==> src/hdl/a2_card_settings.svh <==
`ifndef A2_CARD_SETTINGS_SVH
`define A2_CARD_SETTINGS_SVH

// Memory geometry, 16K words of 32 bits
`define A2_MEM_AW        14
`define A2_NUM_PORTS     3

// Port numbers, lowest wins arbitration
`define A2_PORT_VIDEO    0
`define A2_PORT_SHADOW   1
`define A2_PORT_SAMPLE   2

`define A2_IO_PAGE       16'hC000  // First byte address not shadowed
`define A2_SPEAKER_ADDR  16'hC030
`define A2_SPEAKER_LEVEL 16'h1000

`define A2_WAVE_BASE     'h1000    // Word address of the wavetable
`define A2_WAVE_WORDS    8         // Two samples per word
`define A2_SAMPLE_DIV    64        // Clocks per sample

`endif

==> src/hdl/a2_card_pkg.sv <==
`include "a2_card_settings.svh"

package a2_card_pkg;

    // Apple side
    typedef logic [15:0] a2_addr_t;
    typedef logic [7:0]  a2_byte_t;

    // Card memory word address
    typedef logic [`A2_MEM_AW-1:0] mem_addr_t;

    typedef logic signed [15:0] sample_t;

    // One memory word, seen as bytes by video and shadow,
    // as a pair of samples by the wavetable reader
    typedef union packed {
        a2_byte_t [3:0] bytes;    // Lane 0 is the low byte
        sample_t  [1:0] samples;  // Index 0 in the low half
    } mem_word_u;

    // One bit per memory port
    typedef logic [`A2_NUM_PORTS-1:0] port_vec_t;

endpackage

==> src/hdl/sample_fetch.sv <==
`timescale 1ns/1ps
`include "a2_card_settings.svh"

module sample_fetch (
    input  logic                   clk_logic_w,
    input  logic                   arst_n_i,
    input  logic                   sound_en_i,
    input  logic                   gnt_i,
    input  a2_card_pkg::mem_word_u rdata_i,
    input  logic                   rvalid_i,
    output logic                   req_o,
    output a2_card_pkg::mem_addr_t addr_o,
    output a2_card_pkg::sample_t   sample_o,
    output logic                   sample_valid_o
);

    localparam int DIV_W = $clog2(`A2_SAMPLE_DIV);
    localparam int PTR_W = $clog2(`A2_WAVE_WORDS);

    logic [DIV_W-1:0]       div_q;
    logic [PTR_W-1:0]       ptr_q;
    logic                   req_q;
    logic                   busy_q;     // Request out or read in flight
    logic                   buf_valid_q;
    logic                   half_q;     // 0 low sample next, 1 high
    logic                   sample_valid_q;
    a2_card_pkg::mem_word_u buf_q;
    a2_card_pkg::sample_t   sample_q;
    logic                   tick_w;

    assign tick_w = sound_en_i && (div_q == DIV_W'(`A2_SAMPLE_DIV - 1));

    always_ff @(posedge clk_logic_w or negedge arst_n_i) begin
        if (!arst_n_i) begin
            div_q          <= '0;
            ptr_q          <= '0;
            req_q          <= 1'b0;
            busy_q         <= 1'b0;
            buf_valid_q    <= 1'b0;
            half_q         <= 1'b0;
            sample_valid_q <= 1'b0;
        end else if (!sound_en_i) begin
            // Stopped, next start reads from the table base again
            div_q          <= '0;
            ptr_q          <= '0;
            req_q          <= 1'b0;
            busy_q         <= 1'b0;
            buf_valid_q    <= 1'b0;
            half_q         <= 1'b0;
            sample_valid_q <= 1'b0;
        end else begin
            sample_valid_q <= 1'b0;
            div_q          <= tick_w ? '0 : div_q + 1'b1;

            if (!buf_valid_q && !busy_q) begin
                req_q  <= 1'b1;
                busy_q <= 1'b1;
            end else if (gnt_i) begin
                req_q <= 1'b0;
            end

            if (rvalid_i && busy_q) begin
                buf_valid_q <= 1'b1;
                busy_q      <= 1'b0;
            end

            if (tick_w && buf_valid_q) begin
                sample_valid_q <= 1'b1;
                half_q         <= ~half_q;
                if (half_q) begin
                    // Word used up, move on and refetch
                    buf_valid_q <= 1'b0;
                    ptr_q <= (ptr_q == PTR_W'(`A2_WAVE_WORDS - 1)) ? '0 : ptr_q + 1'b1;
                end
            end
        end
    end

    always_ff @(posedge clk_logic_w) begin
        if (rvalid_i && busy_q) begin
            buf_q <= rdata_i;
        end
        if (tick_w && buf_valid_q) begin
            sample_q <= buf_q.samples[half_q];
        end
    end

    assign req_o          = req_q;
    assign addr_o         = a2_card_pkg::mem_addr_t'(`A2_WAVE_BASE) +
                            a2_card_pkg::mem_addr_t'(ptr_q);
    assign sample_o       = sample_q;
    assign sample_valid_o = sample_valid_q;

endmodule

==> config.mk <==
export PLATFORM = sky130hd
export DESIGN_NAME = sample_fetch
export DESIGN_NICKNAME = d
export VERILOG_FILES = /design/src/hdl/a2_card_pkg.sv /design/src/hdl/sample_fetch.sv
export VERILOG_INCLUDE_DIRS = /design/src /design/src/hdl
export SDC_FILE = /design/constraint.sdc
export NUM_CORES = 1
export LEC_CHECK = 0
export BUFFER_PORTS_ARGS = -buffer_cell sky130_fd_sc_hd__clkbuf_2
export CORE_AREA = 2 2 73 75
export DETAILED_ROUTE_END_ITERATION = 8
export DIE_AREA = 0 0 75 77
export PLACE_DENSITY = 0.73
export SLEW_MARGIN = 10
export SYNTH_ARGS = -nofsm -noshare
export SYNTH_HDL_FRONTEND = slang
export SYNTH_SLANG_ARGS = --single-unit
==> constraint.sdc <==
create_clock -name clk_logic_w -period 2.4 [get_ports clk_logic_w]
set_clock_uncertainty 0.1 [all_clocks]
set_input_delay 0.36 -clock clk_logic_w [delete_from_list [all_inputs] [get_ports clk_logic_w]]
set_output_delay 0.36 -clock clk_logic_w [all_outputs]
set_load 0.03 [all_outputs]
# Word level (Yosys, flattened, before mapping)
# Index checks and enable logic that the tools add are counted.
dict set report word_totals {
  regBits 62
  inputBits 37
  out_inout_bits 32
}
dict set report op_classes {
  addsub 3
  order_cmp 1
  eq_ne 6
  mux 22
  n_bitwise 1
  n_reduce_logical 7
}
# op n
set op_table {}
lappend op_table {{$mux 16} 2}
lappend op_table {{$add 13x3->14 const A} 1}
lappend op_table {{$mux 1} 14}
lappend op_table {{$mux 3} 4}
lappend op_table {{$mux 6} 2}
lappend op_table {{$add 6x1->6 const B} 1}
lappend op_table {{$eq 6x6->1 const B} 1}
lappend op_table {{$ne 3x1->1 const B} 2}
lappend op_table {{$logic_and 1x1->1} 4}
lappend op_table {{$ne 2x1->1 const B} 2}
lappend op_table {{$add 3x1->3 const B} 1}
lappend op_table {{$eq 3x3->1 const B} 1}
lappend op_table {{$logic_not 1->1} 2}
lappend op_table {{$lt 1x2->1 const B} 1}
lappend op_table {{$reduce_and 2->1} 1}
lappend op_table {{$not 1->1} 1}

# Longest topological paths before layout
# Gate-level depths: netlist (run 1).
dict set report logic_depth {
  word_depth 5
  mapped_depth 4
}

# Worst setup path before layout (run 1)
# OpenSTA, ideal clock, no wires.
dict set report synth_path {
  kind {flip-flop to flip-flop}
  from {register div_q[0]}
  to {register sample_q[0], in the netlist sample_o[0], enable pin}
  setup_ps 378
  arrival_ps 1303
  slack_ps 619
  stages_incl_launch_ff 4
  path_buffers 0
  period_less_slack_ps 1781
  cell_sequence {dfrtp_1 > ha_1 > nand3_1 > nor2_2}
}
dict set report synth_between {
  elab_chain_cells 3
}
# item line_no
set synth_lines {}
lappend synth_lines {{start, declared} sample_fetch.sv:20} ;# logic [DIV_W-1:0] div_q;
lappend synth_lines {{start signal, assigned} sample_fetch.sv:53} ;# div_q <= tick_w ? '0 : div_q + 1'b1;
lappend synth_lines {{$eq 6x6->1} sample_fetch.sv:31} ;# assign tick_w = sound_en_i && (div_q == DIV_W'(`A2_SAMPLE_DIV - 1));
lappend synth_lines {{$logic_and 1x1->1} sample_fetch.sv:31}
lappend synth_lines {{$logic_and 1x1->1} sample_fetch.sv:83} ;# if (tick_w && buf_valid_q) begin
lappend synth_lines {{end signal, assigned} sample_fetch.sv:84} ;# sample_q <= buf_q.samples[half_q];
lappend synth_lines {{end, declared} sample_fetch.sv:28} ;# a2_card_pkg::sample_t sample_q;
# Every way passes these cells.
# A chain may end at the register's enable or synchronous reset.

# Worst setup path in the final report (run 1)
dict set report layout_path {
  from {register div_q[0]}
  to {register sample_q[11], in the netlist sample_o[11], enable pin}
}
# The elaborated chain is that of the path after synthesis.

==> results of run 1 <==
==> how the worst max path moves through the flow <==
stage,slack [ns],to,cells after the start,start
after floorplan,0.62,sample_o[0]$_DFFE_PP_,3,div_q[0]$_DFF_PN0_
after global placement,0.79,sample_o[0]$_DFFE_PP_,4,div_q[0]$_DFF_PN0_
after detailed placement,0.75,sample_o[5]$_DFFE_PP_,4,div_q[0]$_DFF_PN0_
after CTS,0.74,sample_o[11]$_DFFE_PP_,4,div_q[0]$_DFF_PN0_
after global routing,0.63,half_q$_DFFE_PN0P_,5,div_q[0]$_DFF_PN0_
final,0.75,sample_o[11]$_DFFE_PP_,4,div_q[0]$_DFF_PN0_
==> stage by stage <==
stage / setup slack (ns) / hold slack (ns)
floorplan: 0.6194 / -0.03559
global placement: 0.7941 / 0.1858
detailed placement: 0.7487 / 0.1888
CTS: 0.7371 / 0.08076
global route: 0.6285 / 0.07805
finish: 0.7521 / 0.1056
==> cell type report <==
| cell class | instances | area share |
|---|---|---|
| multi-input cells | 69 | 0.1726 |
| flip-flops and latches | 62 | 0.6149 |
| repair buffers | 61 | 0.1091 |
| inverters | 4 | 0.005152 |
| clock inverters | 5 | 0.01632 |
| clock buffers | 11 | 0.05195 |
| well taps | 70 | 0.03006 |
==> critical path, delay by kind of cell, from the launching register on <==
kind / cells / cell delay [ns]
buffers and inverters: 1 / 0.26
adders and majority gates: 1 / 0.26
DFF: 1 / 0.40
and+or+nand+nor: 2 / 0.32
==> logic make-up (layout without fill, tap and decap cells) <==
group                    Yosys count  after routing  synth area share
flip-flops                        62             62            0.7521
AND/OR/NAND/NOR                   25             25           0.05830
multiplexers                      20             20           0.09244
buffers and inverters             18             81           0.05094
AO/OA/AOI/OAI                      7              7           0.01628
adder cells (fa/ha/maj)            3              3           0.01576
XOR/XNOR                           3              3           0.01103
other                              2             11          0.003152
==> power breakdown <==
group          total, mW  internal [mW]  leakage (nW)  switching, mW
combinational      0.108         0.0407         0.460         0.0673
sequential          1.21           1.20         0.630         0.0137
clock              0.884          0.525         0.104          0.359
total               2.20           1.76          1.19          0.440
==> flip-flops by register name (all words and copies together) (netlist names), 3 cells and up <==
name / count
sample_o: 16
ptr_q: 3
div_q: 6
buf_q: 32
==> per-layer routing <==
layer | up-vias | routed length [µm] | track usage
li1 | 620 | - | -
met1 | 596 | 1601 | 0.1664
met2 | 49 | 1858 | 0.2193
met3 | 2 | 284 | 0.08147
met4 | 0 | 20 | 0.05357
met5 | - | 0 | 0
==> cell usage in the layout, fill, tap and decap left out, types with 4 or more instances in the layout <==
| master | instances |
|---|---|
| mux2_2 | 15 |
| clkbuf_8 | 11 |
| inv_1 | 4 |
| nand2_1 | 6 |
| dfrtp_1 | 14 |
| mux2i_1 | 4 |
| edfxtp_1 | 48 |
| nor2_1 | 6 |
| clkbuf_2 | 57 |
| and2_1 | 4 |
| conb_1 | 11 |
==> what timing repair did <==
item,CTS,global route
gates resized for setup,0,0
hold buffers,1,0
buffers inserted,0,0
endpoints found under the setup margin,0,0
endpoints found under the hold margin,14,0
==> qor_table.md, run 1 <==
| Item | This run | Unit |
|:---|:---|:---|
| Run status | complete, no violations | - |
| Area of all placed cells without fillers | 2914 | µm² |
| Placed Area | 2705 | µm² |
| RSZ-0062 raised after global routing | no | - |
| Worst reg2reg startpoint | div_q[0]$_DFF_PN0_ | - |
| Flop2flop setup slack | 0.75 | ns |
| Inserted Diodes | 0 | - |
| Total number of clock tree sinks | 62 | - |
| Global routing usage summed across all routing layers | 0.1436 | - |
| Wirelength per Cell | 13.35 | µm |
| PD cells | 755.9 | nW/µm² |
| First-pass GRT wire length | 5830 | µm |
| Crit Reg-Reg Endpoint | sample_o[11]$_DFFE_PP_ | - |
| Register-to-Register Path Depth | 4 | - |
| Antenna viol nets, final | 0 | - |
| Finish-stage setup viols | 0 | - |
| Number of antenna violations at the first check in global routing | 0 | - |
| Main area contributors after synthesis | edfxtp_1 61%, dfrtp_1 15%, mux2_2 7.1% | - |
| Hold-critical path endpoint | buf_q[5]$_DFFE_PP_ | - |
| Kind of launch point of the worst setup path | flop | - |
| Clk slew on worst S/H paths | 0.06 | ns |
| # port buffers | 57 | - |
| Most frequent cell after synthesis | edfxtp_1 | - |
| Type of the most critical hold path | in2reg | - |
| Post-synth EDFFs | 48 | - |
| Maximum clock path buffer count | 2 | - |
| Layout overhead on the synthesized area | 22.32 | % |
| Yosys reg bits | 62 | - |
| Cell-by-cell listing of the critical path | ha_1 > nand3_1 > nor2_2 > buf_4 | - |
| Type of destination of the critical path | flop | - |
| Critical path's slowest cell | dfrtp_1 | - |
| Most area-hungry cell type in the Yosys netlist | edfxtp_1 | - |
| Final RePlAce weighted congestion | 0.7162 | - |
| CTS tree | done | - |
| Layout Utilization | 0.5855 | - |
| Final worst path period share | 0.6866 | - |
| Yosys warnings | 0 | - |
| Gate Count Post-Synth | 140 | - |
| Avg Cell Area, Syn | 17.02 | µm² |
| Row cnt | 26 | - |
| Fill cell instance count of the final layout | 385 | - |
| Setup TNS after final layout | 0 | ns |
| Leakage power of the design | 1.194 | nW |
| Arrival time at the worst endpoint | 1.56 | ns |
| Max frequency | 606.8 | MHz |
| Cell count after placement | 265 | - |
| Synth cell types | 28 | - |
| Initial cell density of the core | 0.4786 | - |
| HPWL Detailed | 2647 | µm |
| Number of optimization iterations in the first detailed-route pass | 4 | - |
| Most common library cells after synthesis | 48 x edfxtp_1, 15 x mux2_2, 14 x dfrtp_1, 12 x buf_4 | - |
| Leftover overflow at the end of global routing | 0 | - |
| Total via count after detailed routing | 1267 | - |
| Horiz. Die Dim | 75 | µm |
| Final hold violation count | 0 | - |
| Mapped Area | 2382 | µm² |
| Boundary pin count | 69 | - |
| Total Die Area | 5775 | µm² |
| Residual DRC count | 0 | - |
| Critical path start-end classification | reg2reg | - |
| Delay contributed by the slowest stage of the critical path | 0.40 | ns |
| Library cell used as clock root buffer | clkbuf_8 | - |
| Placeable core region | 4977 | µm² |
| Area of combinational cells with multiple inputs | 503.0 | µm² |
| Fraction of final layout cells with drive strength greater than 1 | 0.4340 | - |
| Post-Layout Cell Count | 282 | - |
| Iter 0 DRT Violations | 15 | - |
| Count of pins over their slew limit | 0 | - |
| Total power consumption of the routed design | 2.203 | mW |
| Clock buffers created by TritonCTS | 9 | - |
| Average via count per standard cell | 4.493 | - |
| Vertical die dimension | 77 | µm |
| Required time at the endpoint of the critical path | 2.31 | ns |
| Total length of routed wires | 3764 | µm |
| Sequential cell area in the final layout | 1792 | µm² |
| Worst hold path startpoint | rdata_i[5] | - |
| Max FO, Critical Path | 17 | - |
| Prevailing post-synth register cell | edfxtp_1 | - |
| Number of max-cap violations | 0 | - |
| Hold Path Depth | 1 | - |
| Maximum level of the CTS H-tree | 3 | - |
| Clock latency at the later pin of the worst-skew pair | 0.32 | ns |
| Via count of the first global-routing pass | 1257 | - |
| Async set or reset register ratio after synthesis | 0.2258 | - |
| Seq/Total Area, Yosys | 0.7521 | - |
| Largest net degree at the start of global routing | 33 | - |
| Post-route minimum period | 1.648 | ns |
| Worst-case vdd ir drop | 0.0003580 | V |
| Area share of the largest cell type after synthesis | 0.6050 | - |
| Number of nets in the finished design | 247 | - |
(Power assumes the default switching activity.)
==> run 2, diff against run 1 <==
--- a/config.mk
+++ b/config.mk
@@ -7,10 +7,10 @@
 export NUM_CORES = 1
 export LEC_CHECK = 0
 export BUFFER_PORTS_ARGS = -buffer_cell sky130_fd_sc_hd__clkbuf_2
-export CORE_AREA = 2 2 73 75
+export CORE_AREA = 2 2 75 77
 export DETAILED_ROUTE_END_ITERATION = 8
-export DIE_AREA = 0 0 75 77
-export PLACE_DENSITY = 0.73
+export DIE_AREA = 0 0 77 79
+export PLACE_DENSITY = 0.72
 export SLEW_MARGIN = 10
 export SYNTH_ARGS = -nofsm -noshare
 export SYNTH_HDL_FRONTEND = slang
==> constraint.sdc (replaced) <==
create_clock -name clk_logic_w -period 1.5 [get_ports clk_logic_w]
set_clock_uncertainty 0.1 [all_clocks]
set_input_delay 0.225 -clock clk_logic_w [delete_from_list [all_inputs] [get_ports clk_logic_w]]
set_output_delay 0.225 -clock clk_logic_w [all_outputs]
set_load 0.03 [all_outputs]
==> run 2 against run 1 <==
Clock power is 70% higher. Global-route usage is 0.59 points higher. Critical path depth unchanged. Combinational power up 140%. Sequential power is 60% higher. Hold slack about the same. Core utilization increased by 4.3 points. First-iteration DRC count rose to 4.3 times the previous value. Die area is 5.3% higher. Via count grew 12%. Largest power group unchanged.
==> qor_table.md, run 2 (synthesis results as in run 1) <==
| Item | This run | Unit | Delta |
|:---|:---|:---|:---|
| Fraction of met1 tracks used by global routing | 0.1819 | - | +0.01552 |
| Maximum level of the CTS H-tree | 3 | - | unchanged |
| Fraction of final layout cells with drive strength greater than 1 | 0.4187 | - | -0.01526 |
| Required time at the endpoint of the critical path | 1.64 | ns | -0.67 ns |
| Initial cell density of the core | 0.4463 | - | -0.03231 |
| Total via count after detailed routing | 1416 | - | +12% |
| Number of nets in the finished design | 282 | - | +14% |
| Inserted Diodes | 0 | - | unchanged |
| Vertical die dimension | 79 | µm | +2.6% |
| Max frequency | 695.0 | MHz | +15% |
| Iter 0 DRT Violations | 65 | - | +50 |
| Total length of routed wires | 4230 | µm | +12% |
| Critical path start-end classification | reg2reg | - |  |
| Type of destination of the critical path | flop | - |  |
| Arrival time at the worst endpoint | 1.58 | ns | +0.02 ns |
| Number of optimization iterations in the first detailed-route pass | 5 | - | +1 |
| Antenna viol nets, final | 0 | - | unchanged |
| Final RePlAce weighted congestion | 0.7008 | - | -2.2% |
| PD cells | 1101 | nW/µm² | +46% |
| Average via count per standard cell | 4.453 | - | -0.89% |
| Total number of clock tree sinks | 62 | - | unchanged |
| Finish-stage setup viols | 0 | - | unchanged |
| Final worst path period share | 0.9592 | - | +0.2726 |
| Boundary pin count | 69 | - | unchanged |
| Clock buffers created by TritonCTS | 9 | - | unchanged |
| HPWL Detailed | 2561 | µm | -3.3% |
| Leftover overflow at the end of global routing | 0 | - | unchanged |
| CTS tree | done | - |  |
| Fraction of met3 tracks used by global routing | 0.05114 | - | -0.03034 |
| Maximum clock path buffer count | 2 | - | unchanged |
| Placed Area | 2786 | µm² | +3.0% |
| Met2 usage in global routing | 0.2500 | - | +0.03070 |
| Number of flip-flops under the largest register name | 32 | - | unchanged |
| Final hold violation count | 0 | - | unchanged |
| Type of the most critical hold path | in2reg | - |  |
| Most flop-heavy register | buf_q | - |  |
| Count of pins over their slew limit | 0 | - | unchanged |
| Worst-case vdd ir drop | 0.0006221 | V | +74% |
| Clock latency at the later pin of the worst-skew pair | 0.32 | ns | about the same |
| Leakage power of the design | 1.343 | nW | +12% |
| Via count of the first global-routing pass | 1458 | - | +16% |
| Flop2flop setup slack | 0.06 | ns | -0.69 ns |
| # port buffers | 57 | - | unchanged |
| Layout overhead on the synthesized area | 40.76 | % |  |
| First-pass GRT wire length | 6803 | µm | +17% |
| Setup slack at placement | 0.007507 | ns | -0.7412 ns |
| Placeable core region | 5338 | µm² | +7.2% |
| Clk slew on worst S/H paths | 0.07 | ns | about the same |
| Leading cell type in the layout, fill and taps excluded | clkbuf_2 | - |  |
| Library cell used as clock root buffer | clkbuf_8 | - |  |
| Max FO, Critical Path | 3 | - | -14 |
| Post-route minimum period | 1.439 | ns | -0.2091 ns |
| Most used cells in the layout excluding fill and tap cells | 57 x clkbuf_2, 48 x edfxtp_1, 33 x dlygate4sd3_1 | - |  |
| Global routing usage summed across all routing layers | 0.1495 | - | +0.005880 |
| Horiz. Die Dim | 77 | µm | +2.7% |
| Total Die Area | 6083 | µm² | +5.3% |
| Area of all placed cells without fillers | 3353 | µm² | +15% |
| Largest net degree at the start of global routing | 33 | - | unchanged |
| Number of max-cap violations | 0 | - | unchanged |
| Residual DRC count | 0 | - | unchanged |
| Run status | complete, no violations | - |  |
| Kind of launch point of the worst setup path | flop | - |  |
| Crit path setup slack, layout | 0.06121 | ns | -0.6909 ns |
| Grt peak-use layer | met2 | - |  |
| Wirelength per Cell | 13.30 | µm | -0.34% |
| Row cnt | 27 | - | +3.8% |
| Number of antenna violations at the first check in global routing | 0 | - | unchanged |
| Setup TNS after final layout | 0 | ns | unchanged |
-- run 2: changes by cell type in the layout (fill, tap and decap cells not counted), sizes merged --
cell / delta
clkbuf: -1
buf: +3
bufinv: +1
clkinv: -1
dlygate4sd3: +32
-- run 2: final timing paths --
kind                                           start               endpoint  cells after the start
worst min register to register    buf_q[9]$_DFFE_PP_  sample_o[9]$_DFFE_PP_                      1
worst min-delay path                           gnt_i      req_o$_DFFE_PN0P_                      3
worst max-delay path            ptr_q[0]$_DFFE_PN0P_   ptr_q[0]$_DFFE_PN0P_                      4
max in group asynchronous                   arst_n_i     div_q[1]$_DFF_PN0_                      2
worst max register to register  ptr_q[0]$_DFFE_PN0P_   ptr_q[0]$_DFFE_PN0P_                      4
min in group asynchronous                   arst_n_i   ptr_q[2]$_DFFE_PN0P_                      2
-- run 2: metrics by stage --
step	cells	power [mW]	hold WS (ns)	util
5_1_grt	318	3.856	0.1019	0.6282
4_1_cts	317	3.732	0.09191	0.6219
3_5_place_dp	269	2.162	0.05386	0.5220
2_1_floorplan	149	2.092	-0.1706	-
6_report	318	3.692	0.1060	0.6282
3_3_place_gp	269	2.154	0.05007	0.5220
-- run 2: metal layers --
layer / vias up / wire length [µm]
li1: 688 / -
met1: 680 / 1858
met2: 45 / 2157
met3: 3 / 200
met4: 0 / 14
met5: - / 0
-- run 2: area by class of cell --
| cell class | count | area (µm²) |
|---|---|---|
| inverters | 4 | 15.01 |
| well taps | 72 | 90.09 |
| multi-input cells | 69 | 551.8 |
| flip-flops and latches | 62 | 1795 |
| clock inverters | 5 | 75.07 |
| clock buffers | 10 | 127.6 |
| repair buffers | 96 | 698.2 |
| fillers | 434 | 1984 |
-- run 2: where the power goes --
| group | switching, mW | internal [mW] | leakage, nW |
|---|---|---|---|
| logic | 0.125 | 0.131 | 0.611 |
| clock network | 0.581 | 0.918 | 0.106 |
| registers | 0.0228 | 1.92 | 0.625 |
-- run 2: critical path, cell delays in order (launching register included) --
cell and delay [ns]:
dfrtp_2 0.43, ha_4 0.17, ha_4 0.14, or3b_1 0.35
mux2i_1 0.16
-- run 2: repair_timing --
action	CTS	global route
hold buffers	33	0
endpoints found under the setup margin	0	17
resized for setup	0	5
buffers inserted	0	1
hold endpoints to repair	46	0
==> run 3, diff against run 2 <==
--- a/config.mk
+++ b/config.mk
@@ -7,10 +7,12 @@
 export NUM_CORES = 1
 export LEC_CHECK = 0
 export BUFFER_PORTS_ARGS = -buffer_cell sky130_fd_sc_hd__clkbuf_2
-export CORE_AREA = 2 2 75 77
+export CELL_PAD_IN_SITES_DETAIL_PLACEMENT = 2
+export CELL_PAD_IN_SITES_GLOBAL_PLACEMENT = 2
+export CORE_AREA = 2 2 90 92
 export DETAILED_ROUTE_END_ITERATION = 8
-export DIE_AREA = 0 0 77 79
-export PLACE_DENSITY = 0.72
+export DIE_AREA = 0 0 92 94
+export PLACE_DENSITY_LB_ADDON = 0.1
 export SLEW_MARGIN = 10
 export SYNTH_ARGS = -nofsm -noshare
 export SYNTH_HDL_FRONTEND = slang
==> run 3 against run 2 <==
Final area decreased by 0.93%. Global-route usage decreased by 1.0 points. Register-to-register slack improved by 0.02 ns. Count of clock-buffer cells in the layout decreased by 1. Sequential share of layout area increased by 0.50 points. Routed wire length increased by 26%. Via count increased by 4.3%. Core utilization decreased by 19 points. Clock power decreased by 21%. Fmax increased by 1.1%. Largest cell class unchanged. Largest power group unchanged.
==> qor_table.md, run 3 (synthesis results as in run 1) <==
| Item | This run | Unit | Delta |
|:---|:---|:---|:---|
| Run status | complete, no violations | - |  |
| Total Die Area | 8648 | µm² | +42% |
| Layout overhead on the synthesized area | 39.44 | % |  |
| Largest net degree at the start of global routing | 35 | - | +6.1% |
| Maximum clock path buffer count | 2 | - | unchanged |
| Post-route minimum period | 1.423 | ns | -0.01557 ns |
| Type of destination of the critical path | flop | - |  |
| Final hold violation count | 0 | - | unchanged |
| Number of antenna violations at the first check in global routing | 0 | - | unchanged |
| Total via count after detailed routing | 1477 | - | +4.3% |
| Average via count per standard cell | 4.220 | - | -5.2% |
| Most used cells in the layout excluding fill and tap cells | 57 x clkbuf_2, 48 x edfxtp_1, 33 x dlygate4sd3_1 | - |  |
| Number of optimization iterations in the first detailed-route pass | 2 | - | -3 |
| Finish-stage setup viols | 0 | - | unchanged |
| CTS tree | done | - |  |
| Total length of routed wires | 5327 | µm | +26% |
| Boundary pin count | 69 | - | unchanged |
| Setup slack at placement | 0.01655 | ns | +0.009039 ns |
| Leading cell type in the layout, fill and taps excluded | clkbuf_2 | - |  |
| Critical path start-end classification | reg2reg | - |  |
| Global routing usage summed across all routing layers | 0.1392 | - | -0.01035 |
| Most flop-heavy register | buf_q | - |  |
| Total power consumption of the routed design | 3.392 | mW | -8.1% |
| Via count of the first global-routing pass | 1719 | - | +18% |
| Max FO, Critical Path | 2 | - | -1 |
| Worst-case vdd ir drop | 0.0003001 | V | -52% |
| Clk slew on worst S/H paths | 0.07 | ns | about the same |
| Count of pins over their slew limit | 0 | - | unchanged |
| Type of the most critical hold path | in2reg | - |  |
| Horiz. Die Dim | 92 | µm | +19% |
| Number of nets in the finished design | 284 | - | +0.71% |
| Residual DRC count | 0 | - | unchanged |
| Wirelength per Cell | 15.22 | µm | +14% |
| Maximum level of the CTS H-tree | 3 | - | unchanged |
| Final RePlAce weighted congestion | 0.7194 | - | +2.7% |
| Arrival time at the worst endpoint | 1.57 | ns | about the same |
| Leftover overflow at the end of global routing | 0 | - | unchanged |
| # port buffers | 57 | - | unchanged |
| Fill cell instance count of the final layout | 783 | - | +80% |
| Placeable core region | 7607 | µm² | +43% |
| PD cells | 1021 | nW/µm² | -7.3% |
| Fraction of final layout cells with drive strength greater than 1 | 0.4153 | - | -0.003377 |
| Row cnt | 32 | - | +19% |
| Required time at the endpoint of the critical path | 1.65 | ns | about the same |
| Final worst path period share | 0.9488 | - | -0.01038 |
| Area of all placed cells without fillers | 3322 | µm² | -0.93% |
| Kind of launch point of the worst setup path | flop | - |  |
| Total number of clock tree sinks | 62 | - | unchanged |
| Cell count after placement | 300 | - | +12% |
| Placed Area | 2819 | µm² | +1.2% |
| Clock latency at the later pin of the worst-skew pair | 0.33 | ns | about the same |
| Antenna viol nets, final | 0 | - | unchanged |
| Iter 0 DRT Violations | 43 | - | -34% |
| Layout Utilization | 0.4367 | - | -0.1915 |
| Number of max-cap violations | 0 | - | unchanged |
| Vertical die dimension | 94 | µm | +19% |
| Inserted Diodes | 0 | - | unchanged |
| Leakage power of the design | 1.327 | nW | -1.1% |
| Number of flip-flops under the largest register name | 32 | - | unchanged |
| Max frequency | 702.6 | MHz | +1.1% |
| Clock buffers created by TritonCTS | 9 | - | unchanged |
| Initial cell density of the core | 0.3132 | - | -0.1332 |
| Post-Layout Cell Count | 350 | - | +10% |
| HPWL Detailed | 3487 | µm | +36% |
| Crit path setup slack, layout | 0.07678 | ns | +0.01557 ns |
| Library cell used as clock root buffer | clkbuf_8 | - |  |
| First-pass GRT wire length | 8887 | µm | +31% |
## run 3: worst max-delay path: stages, from the launching register on
cell and delay, ns:
dfrtp_2 0.41, ha_2 0.18, ha_1 0.17, or3b_1 0.34
mux2i_1 0.14
## run 3: worst paths after layout
kind / cells past startpoint / from / end / slack [ns]
setup / recovery: 4 / ptr_q[0]$_DFFE_PN0P_ / ptr_q[0]$_DFFE_PN0P_ / 0.08
hold / removal: 3 / gnt_i / req_o$_DFFE_PN0P_ / 0.11
setup reg to reg: 4 / ptr_q[0]$_DFFE_PN0P_ / ptr_q[0]$_DFFE_PN0P_ / 0.08
hold reg to reg: 1 / half_q$_DFFE_PN0P_ / half_q$_DFFE_PN0P_ / 0.44
max in group asynchronous: 2 / arst_n_i / div_q[1]$_DFF_PN0_ / 0.77
min in group asynchronous: 2 / arst_n_i / ptr_q[2]$_DFFE_PN0P_ / 0.23
## run 3: where the power goes
| group | switching, mW | internal, mW | leakage, nW |
|---|---|---|---|
| sequential | 0.0238 | 1.91 | 0.625 |
| combinational | 0.130 | 0.134 | 0.622 |
| clock | 0.620 | 0.569 | 0.0797 |
## run 3: area by class of cell
type | count | area (µm²) | area share
repair buffers | 98 | 700.7 | 0.2109
flip-flops and latches | 62 | 1795 | 0.5405
clock buffers | 9 | 123.9 | 0.03729
well taps | 102 | 127.6 | 0.03842
clock inverters | 6 | 30.03 | 0.009040
multi-input cells | 69 | 529.3 | 0.1593
inverters | 4 | 15.01 | 0.004520
## run 3: metrics by stage
step / hold WS, ns / setup TNS (ns)
after floorplan: -0.1706 / 0
after global placement: 0.05442 / 0
after detailed placement: 0.05903 / 0
after CTS: 0.09613 / 0
after global routing: 0.09621 / -0.006783
final: 0.1088 / 0
## run 3: metal layers
layer | global-route usage | vias up | share of wire | routed length (µm)
li1 | - | 695 | - | -
met1 | 0.1548 | 743 | 0.38 | 2033
met2 | 0.2506 | 35 | 0.56 | 3003
met3 | 0.04494 | 4 | 0.046 | 243
met4 | 0.04851 | 0 | 0.0086 | 46
met5 | 0 | - | 0 | 0
## run 3: repair_timing
action,in CTS,in global routing
gates resized for setup,0,2
hold buffers,33,0
buffers inserted,1,1
hold endpoints to repair,46,0
setup endpoints to repair,1,18
pin swaps,0,1
